## config.mk

```make
export PLATFORM = sky130hd
export DESIGN_NAME = multicore_top
export DESIGN_NICKNAME = d
export VERILOG_FILES = /design/src/mc_pkg.sv /design/src/reset_sequencer.sv /design/src/stream_core.sv /design/src/result_merger.sv /design/src/multicore_top.sv
export VERILOG_INCLUDE_DIRS = /design/src
export SDC_FILE = /design/constraint.sdc
export NUM_CORES = 1
export LEC_CHECK = 0
export ABC_CLOCK_PERIOD_IN_PS = 4050
export CAP_MARGIN = 10
export CORE_MARGIN = 2
export CORE_UTILIZATION = 65
export DETAILED_ROUTE_END_ITERATION = 10
export DONT_BUFFER_PORTS = 1
export PLACE_DENSITY = 0.81
export SYNTH_ARGS = -nofsm -noshare
export SYNTH_HDL_FRONTEND = slang
export SYNTH_SLANG_ARGS = --single-unit
```

## constraint.sdc

```tcl
create_clock -name clk -period 4.05 [get_ports clk]
set_input_delay 0.405 -clock clk [delete_from_list [all_inputs] [get_ports clk]]
set_output_delay 0.405 -clock clk [all_outputs]
set_load 0.05 [all_outputs]
```

## src/mc_defs.svh

```systemverilog
`ifndef MC_DEFS_SVH
`define MC_DEFS_SVH

// array size and sample format
`define MC_NUM_CORES 8
`define MC_DATA_W 32

// each core emits one sum per MC_BLOCK_LEN accepted samples
`define MC_BLOCK_LEN 4

// cycles between the release of one core and the next
`define MC_STAGGER 16

// counter and index widths, sized for the values above
`define MC_CORE_ID_W 3
`define MC_BLOCK_CNT_W 3
`define MC_STAGGER_W 5
`define MC_COLL_W 16

`endif

```

## src/mc_pkg.sv

```systemverilog
`include "mc_defs.svh"

package mc_pkg;

	// one broadcast input sample
	typedef logic signed [`MC_DATA_W-1:0] sample_t;

	// block sum, wraps modulo 2**MC_DATA_W
	typedef logic signed [`MC_DATA_W-1:0] sum_t;

	typedef logic [`MC_CORE_ID_W-1:0] core_id_t;
	typedef logic [`MC_BLOCK_CNT_W-1:0] block_cnt_t;
	typedef logic [`MC_STAGGER_W-1:0] stagger_cnt_t;
	typedef logic [`MC_COLL_W-1:0] coll_cnt_t;

	typedef enum logic [0:0] {
		SEQ_RELEASE,
		SEQ_DONE
	} seq_state_e;

endpackage

```

## src/reset_sequencer.sv

```systemverilog
`timescale 1ns/1ps

`include "mc_defs.svh"

module reset_sequencer (
	input  logic                     clk,
	input  logic                     arst_n,
	output logic [`MC_NUM_CORES-1:0] core_run,
	output logic                     all_running
);

	// index of the last core and last cycle of one stagger slot
	localparam mc_pkg::core_id_t last_idx = mc_pkg::core_id_t'(`MC_NUM_CORES - 1);
	localparam mc_pkg::stagger_cnt_t stagger_last = mc_pkg::stagger_cnt_t'(`MC_STAGGER - 1);

	mc_pkg::seq_state_e state;
	mc_pkg::core_id_t core_idx;
	mc_pkg::stagger_cnt_t stagger_cnt;

	logic release_now;
	logic last_core;
	logic slot_end;

	// a core is released in the first cycle of its slot
	assign release_now = (state == mc_pkg::SEQ_RELEASE) && (stagger_cnt == '0);
	assign last_core = (core_idx == last_idx);
	assign slot_end = (stagger_cnt == stagger_last);

	always_ff @(posedge clk or negedge arst_n) begin
		if (!arst_n) begin
			state <= mc_pkg::SEQ_RELEASE;
			core_idx <= '0;
			stagger_cnt <= '0;
		end else begin
			case (state)
				mc_pkg::SEQ_RELEASE: begin
					if (release_now && last_core) begin
						state <= mc_pkg::SEQ_DONE; // nothing left to release
					end else if (slot_end) begin
						stagger_cnt <= '0;
						core_idx <= core_idx + 1'b1;
					end else begin
						stagger_cnt <= stagger_cnt + 1'b1;
					end
				end
				mc_pkg::SEQ_DONE: begin
					state <= mc_pkg::SEQ_DONE;
				end
				default: begin
					state <= mc_pkg::SEQ_RELEASE;
				end
			endcase
		end
	end

	// run bits only ever rise, a core stays released until the next reset
	always_ff @(posedge clk or negedge arst_n) begin
		if (!arst_n) begin
			core_run <= '0;
		end else if (release_now) begin
			core_run[core_idx] <= 1'b1;
		end
	end

	// registered from the state, so it rises one edge after the last release
	always_ff @(posedge clk or negedge arst_n) begin
		if (!arst_n) begin
			all_running <= 1'b0;
		end else if (state == mc_pkg::SEQ_DONE) begin
			all_running <= 1'b1;
		end
	end

endmodule

```

## src/stream_core.sv

```systemverilog
`timescale 1ns/1ps

`include "mc_defs.svh"

module stream_core (
	input  logic            clk,
	input  logic            arst_n,
	input  logic            run,
	input  logic            in_valid,
	input  mc_pkg::sample_t in_data,
	output logic            out_valid,
	output mc_pkg::sum_t    out_sum
);

	// counter value when the block's last sample arrives
	localparam mc_pkg::block_cnt_t block_last = mc_pkg::block_cnt_t'(`MC_BLOCK_LEN - 1);

	mc_pkg::sum_t acc;
	mc_pkg::block_cnt_t sample_cnt;

	logic accept;
	logic block_end;
	mc_pkg::sum_t sum_next;

	// every running core takes every broadcast sample
	assign accept = run && in_valid;
	assign block_end = accept && (sample_cnt == block_last);

	// the sum wraps at the data width
	assign sum_next = acc + in_data;

	// accumulator and sample counter move only on accepted samples
	always_ff @(posedge clk or negedge arst_n) begin
		if (!arst_n) begin
			acc <= '0;
			sample_cnt <= '0;
		end else if (block_end) begin
			acc <= '0;
			sample_cnt <= '0;
		end else if (accept) begin
			acc <= sum_next;
			sample_cnt <= sample_cnt + 1'b1;
		end
	end

	// the strobe lasts exactly one cycle per completed block
	always_ff @(posedge clk or negedge arst_n) begin
		if (!arst_n) begin
			out_valid <= 1'b0;
		end else begin
			out_valid <= block_end;
		end
	end

	// the sum includes the sample taken on the closing edge
	always_ff @(posedge clk) begin
		if (block_end) begin
			out_sum <= sum_next;
		end
	end

endmodule

```

## src/result_merger.sv

```systemverilog
`timescale 1ns/1ps

`include "mc_defs.svh"

module result_merger (
	input  logic                                   clk,
	input  logic                                   arst_n,
	input  logic             [`MC_NUM_CORES-1:0]   core_valid,
	input  mc_pkg::sum_t     [`MC_NUM_CORES-1:0]   core_sum,
	output logic                                   result_valid,
	output mc_pkg::sum_t                           result_sum,
	output mc_pkg::core_id_t                       result_core,
	output mc_pkg::coll_cnt_t                      collision_count
);

	logic sel_valid;
	mc_pkg::core_id_t sel_idx;
	logic collision;

	// scan from the top so the lowest valid index is the one left standing
	always_comb begin
		sel_valid = 1'b0;
		sel_idx = '0;
		for (int i = `MC_NUM_CORES - 1; i >= 0; i--) begin
			if (core_valid[i]) begin
				sel_valid = 1'b1;
				sel_idx = mc_pkg::core_id_t'(i);
			end
		end
	end

	// more than one bit set when clearing the lowest set bit leaves something
	assign collision = (core_valid & (core_valid - 1'b1)) != '0;

	always_ff @(posedge clk or negedge arst_n) begin
		if (!arst_n) begin
			result_valid <= 1'b0;
		end else begin
			result_valid <= sel_valid;
		end
	end

	// losing cores are simply dropped
	always_ff @(posedge clk) begin
		if (sel_valid) begin
			result_sum <= core_sum[sel_idx];
			result_core <= sel_idx;
		end
	end

	// saturates rather than wrapping
	always_ff @(posedge clk or negedge arst_n) begin
		if (!arst_n) begin
			collision_count <= '0;
		end else if (collision && (collision_count != '1)) begin
			collision_count <= collision_count + 1'b1;
		end
	end

endmodule

```

## src/multicore_top.sv

```systemverilog
`timescale 1ns/1ps

`include "mc_defs.svh"

module multicore_top (
	input  logic              clk,
	input  logic              arst_n,
	input  logic              in_valid,
	input  mc_pkg::sample_t   in_data,
	output logic              result_valid,
	output mc_pkg::sum_t      result_sum,
	output mc_pkg::core_id_t  result_core,
	output mc_pkg::coll_cnt_t collision_count,
	output logic              all_running
);

	logic [`MC_NUM_CORES-1:0] core_run;
	logic [`MC_NUM_CORES-1:0] core_valid;
	mc_pkg::sum_t [`MC_NUM_CORES-1:0] core_sum; // one slice per core

	reset_sequencer seq0 (
		.clk         (clk),
		.arst_n      (arst_n),
		.core_run    (core_run),
		.all_running (all_running)
	);

	// the input bus is broadcast unchanged to all cores
	for (genvar k = 0; k < `MC_NUM_CORES; k++) begin : core_g
		stream_core core0 (
			.clk       (clk),
			.arst_n    (arst_n),
			.run       (core_run[k]),
			.in_valid  (in_valid),
			.in_data   (in_data),
			.out_valid (core_valid[k]),
			.out_sum   (core_sum[k])
		);
	end

	result_merger merge0 (
		.clk             (clk),
		.arst_n          (arst_n),
		.core_valid      (core_valid),
		.core_sum        (core_sum),
		.result_valid    (result_valid),
		.result_sum      (result_sum),
		.result_core     (result_core),
		.collision_count (collision_count)
	);

endmodule

```

==> summary.json <==
{
  "flow_run": {
    "timing.max_cap.violations": 0
  },
  "outcome": {
    "status": "finished with violations",
    "violated_checks": "negative hold slack"
  },
  "logic_synthesis": {
    "synth.yosys.seq_area_share_pct": 46.9,
    "synthDominantCellAreaShare_pct": 24.4,
    "synthesis.nets": 3477,
    "synth_register_bits": 614,
    "syn-mean-instance-area_sq_um": 11.3,
    "syn-instance-count": 3165,
    "netlist.top_cell.by_area": "edfxtp_1",
    "yosys.cell_count.top_type": "dfrtp_1",
    "mappedNetlistArea_sq_um": 35900,
    "main_area_contributors_after_synthesis": "edfxtp_1, dfrtp_1, ha_1, a22o_1, mux4_2",
    "synth.cells.most_frequent": "dfrtp_1, edfxtp_1, ha_1",
    "netlist-cell-type-count": 83,
    "synth-edff-count": 291,
    "yosys_most_used_dff": "dfrtp_1",
    "async_reset_ff_share_pct": 52.6,
    "synth.yosys.warnings": 0
  },
  "sta": {
    "setup_viol": 0,
    "finalHoldViolCount": 323,
    "hold_ws_ns": -0.504,
    "timing.setup.tns_ns": 0,
    "timing.fmax_mhz": 267,
    "final.setup.worst_slack_ns": 0.301,
    "grt_setup_unrepaired": "no",
    "layout_worst_path_cycle_share_pct": 92.6,
    "worst_skew_ns": 0.0197,
    "worstMarginPinSlew_ns": 1.22,
    "max_slew_margin_pct": 16.5,
    "maxSlewViolCount": 0,
    "min_tclk_post_route_ns": 3.75
  },
  "detailed_routing": {
    "detail_route.wl_per_cell_um": 25.0,
    "avgViaCountPerCell": 6.85,
    "dr.pass1.iters": 6,
    "vias": 26600,
    "final_antenna_net_count": 0,
    "detail_route.wirelength_um": 97000,
    "remaining_drc_errors": 0,
    "drt_iter0_markers": 2693
  },
  "cts": {
    "cts_repair_resize_count": 0,
    "clk_path_buf_depth": 3,
    "post_cts_buffers": 0,
    "cts_hold_bufs": 1,
    "ctsHtreeMaxLevel": 3,
    "tritoncts.num_buffers": 68,
    "clk_latency_ns": 0.61,
    "cts_root_buf": "clkbuf_16",
    "tritoncts_clock_tree": "yes",
    "clk_pin_slew_worst_setup_hold_paths_ns": 0.06,
    "clock_net_sink_count": 614
  },
  "power": {
    "vdd_ir_drop_max_uv": 489,
    "power_leakage_nw": 17.5,
    "power_density_nw_per_um2": 561
  },
  "placement": {
    "number_of_buffer_cells_added_on_primary_ports": 0,
    "dp_worst_setup_slack_ns": 0.390,
    "globalplace.congestion": 0.978,
    "place_inst": 3759,
    "hpwlAfterDp_um": 70300,
    "dpl_cell_area_sq_um": 36600
  },
  "final_layout": {
    "fillerInstances": 3907,
    "num-nets-final": 3439,
    "area_used_by_multi_input_combinational_logic_sq_um": 18200,
    "final-instance-count-excl-fill": 3884,
    "regArea_sq_um": 16800,
    "final_cell_area_sq_um": 38800,
    "synthToLayoutAreaGrowth_pct": 8.15,
    "antenna_cells_inserted": 0,
    "final_layout_size_suffix_gt1_share_pct": 9.18
  },
  "global_route": {
    "grt_pass1_wl_um": 149000,
    "globalRouteOverflowTotal": 0,
    "pin_count_of_the_biggest_net_entering_global_routing": 324,
    "grtUsageTotal_pct": 34.3,
    "initial_antenna_violation_count": 2,
    "first_global_vias": 25900
  },
  "worst_setup_path": {
    "worst_setup_path_start_kind": "flip-flop",
    "cp_data_arrival_time_ns": 4.28,
    "r2r_setup_slack_ns": 0.30,
    "cp_slowest_cell": "o21ai_0",
    "count_of_cells_along_the_worst_register_to_register_path": 11,
    "slowest_delay_ns": 0.51,
    "path_cells": "ha_1 > fa_1 > a21oi_1 > o21ai_0 > and4bb_2 > o21ai_0 > a21oi_1 > o21ai_0 > o21ai_0 > a2111oi_0 > a221o_1",
    "path_max_fanout": 4,
    "timing.critical_path.required_ns": 4.58,
    "crit_path_kind": "flip-flop to flip-flop",
    "cp_common_cell": "o21ai_0",
    "timing.critical_path.to_type": "flip-flop"
  },
  "die": {
    "chip_width_um": 239,
    "die_y_um": 239,
    "rows": 86,
    "io_pins": 88,
    "core-area_sq_um": 54900,
    "full_die_area_sq_um": 57100,
    "initial_core_util_pct": 65.4
  },
  "worst_hold_path": {
    "worst_hold_path_type": "input port to async pin"
  }
}
==> registers in the layout, indices dropped and copies added, names as in the netlist <==
register,cells
core_g.core0.out_sum,256
seq0.core_run,8
seq0.state,1
seq0.all_running,1
core_g.core0.out_valid,8
seq0.stagger_cnt,5
core_g.core0.sample_cnt,24
seq0.core_idx,3
merge0.result_sum,32
merge0.result_core,3
core_g.core0.acc,256
merge0.result_valid,1
merge0.collision_count,16
==> final timing paths <==
path | from | to
setup / recovery | core_g[3].core0.acc[0]$_DFFE_PN0P_ | core_g[3].core0.acc[30]$_DFFE_PN0P_
min in group clk | in_data[31] | core_g[3].core0.acc[31]$_DFFE_PN0P_
setup reg to reg | core_g[3].core0.acc[0]$_DFFE_PN0P_ | core_g[3].core0.acc[30]$_DFFE_PN0P_
hold reg to reg | core_g[4].core0.sample_cnt[2]$_DFFE_PN0P_ | core_g[4].core0.sample_cnt[2]$_DFFE_PN0P_
hold / removal | arst_n | core_g[4].core0.acc[3]$_DFFE_PN0P_
max in group asynchronous | arst_n | core_g[2].core0.acc[31]$_DFFE_PN0P_
==> critical path, delay by kind of cell, from the launching register on <==
family,cells,cell delay (ns)
simple gates,1,0.29
flops,1,0.38
fa+ha+maj,2,0.68
compound gates,8,2.34
==> power breakdown <==
group          switching [mW]  internal [mW]  leakage, nW
Clock                    2.51           3.65         1.08
Combinational            4.02           2.92         9.48
Sequential              0.877           7.79         6.94
Total                    7.40           14.4         17.5
==> placed cells by master, fill, tap and decap left out, types with 15 or more instances in the layout <==
| master | netlist | routed |
|---|---|---|
| mux2_2 | 46 | 46 |
| a21oi_1 | 213 | 213 |
| o21ai_0 | 130 | 130 |
| inv_1 | 82 | 81 |
| and3_1 | 38 | 38 |
| mux4_2 | 64 | 64 |
| nand2b_1 | 32 | 32 |
| nor2_1 | 143 | 133 |
| and2_1 | 18 | 18 |
| o21a_1 | 30 | 30 |
| buf_4 | 0 | 32 |
| dfrtp_1 | 323 | 323 |
| nand3_1 | 63 | 62 |
| clkbuf_16 | 0 | 73 |
| o31ai_1 | 33 | 33 |
| a211oi_1 | 22 | 22 |
| clkbuf_1 | 129 | 20 |
| nand4_1 | 49 | 49 |
| nor2b_1 | 23 | 23 |
| a31oi_1 | 40 | 40 |
| a31o_2 | 15 | 15 |
| edfxtp_1 | 291 | 291 |
| a22o_1 | 203 | 203 |
| o211ai_1 | 18 | 18 |
| o21bai_1 | 30 | 29 |
| xnor2_1 | 155 | 155 |
| a21o_1 | 185 | 185 |
| nor3_1 | 32 | 32 |
| nand2_1 | 193 | 192 |
| ha_1 | 269 | 269 |
| xor2_1 | 98 | 98 |
==> cells by family after synthesis <==
group / after synthesis / share of synthesized area (%)
flops: 614 / 46.9
compound gates: 1029 / 20.3
xor+xnor: 253 / 6.18
fa+ha+maj: 278 / 9.86
buf+inv: 229 / 2.43
simple gates: 649 / 8.83
mux: 113 / 5.54
==> layer usage <==
metal	GRT usage, %	wire length, um	up-vias
met5	0	0	-
met4	17.2	5030	0
met3	5.18	7290	280
met2	52.4	43800	1247
met1	48.0	40900	13000
li1	-	-	12000
==> final cells by class <==
type	instances	share of cell area (%)
Sequential cell	614	43.3
Clock inverter	24	0.551
Inverter	83	0.803
Timing Repair Buffer	38	0.909
Multi-Input combinational cell	2322	47.0
Clock buffer	99	5.11
Tap cell	704	2.27
==> through the flow <==
step	total power [mW]	util, %
final	21.8	70.7
after global routing	22.8	70.7
after CTS	21.7	70.7
after detailed placement	15.5	66.6
after global placement	15.3	66.6
after floorplan	13.8	-
No activity file was read; power rests on OpenSTA's default activity.
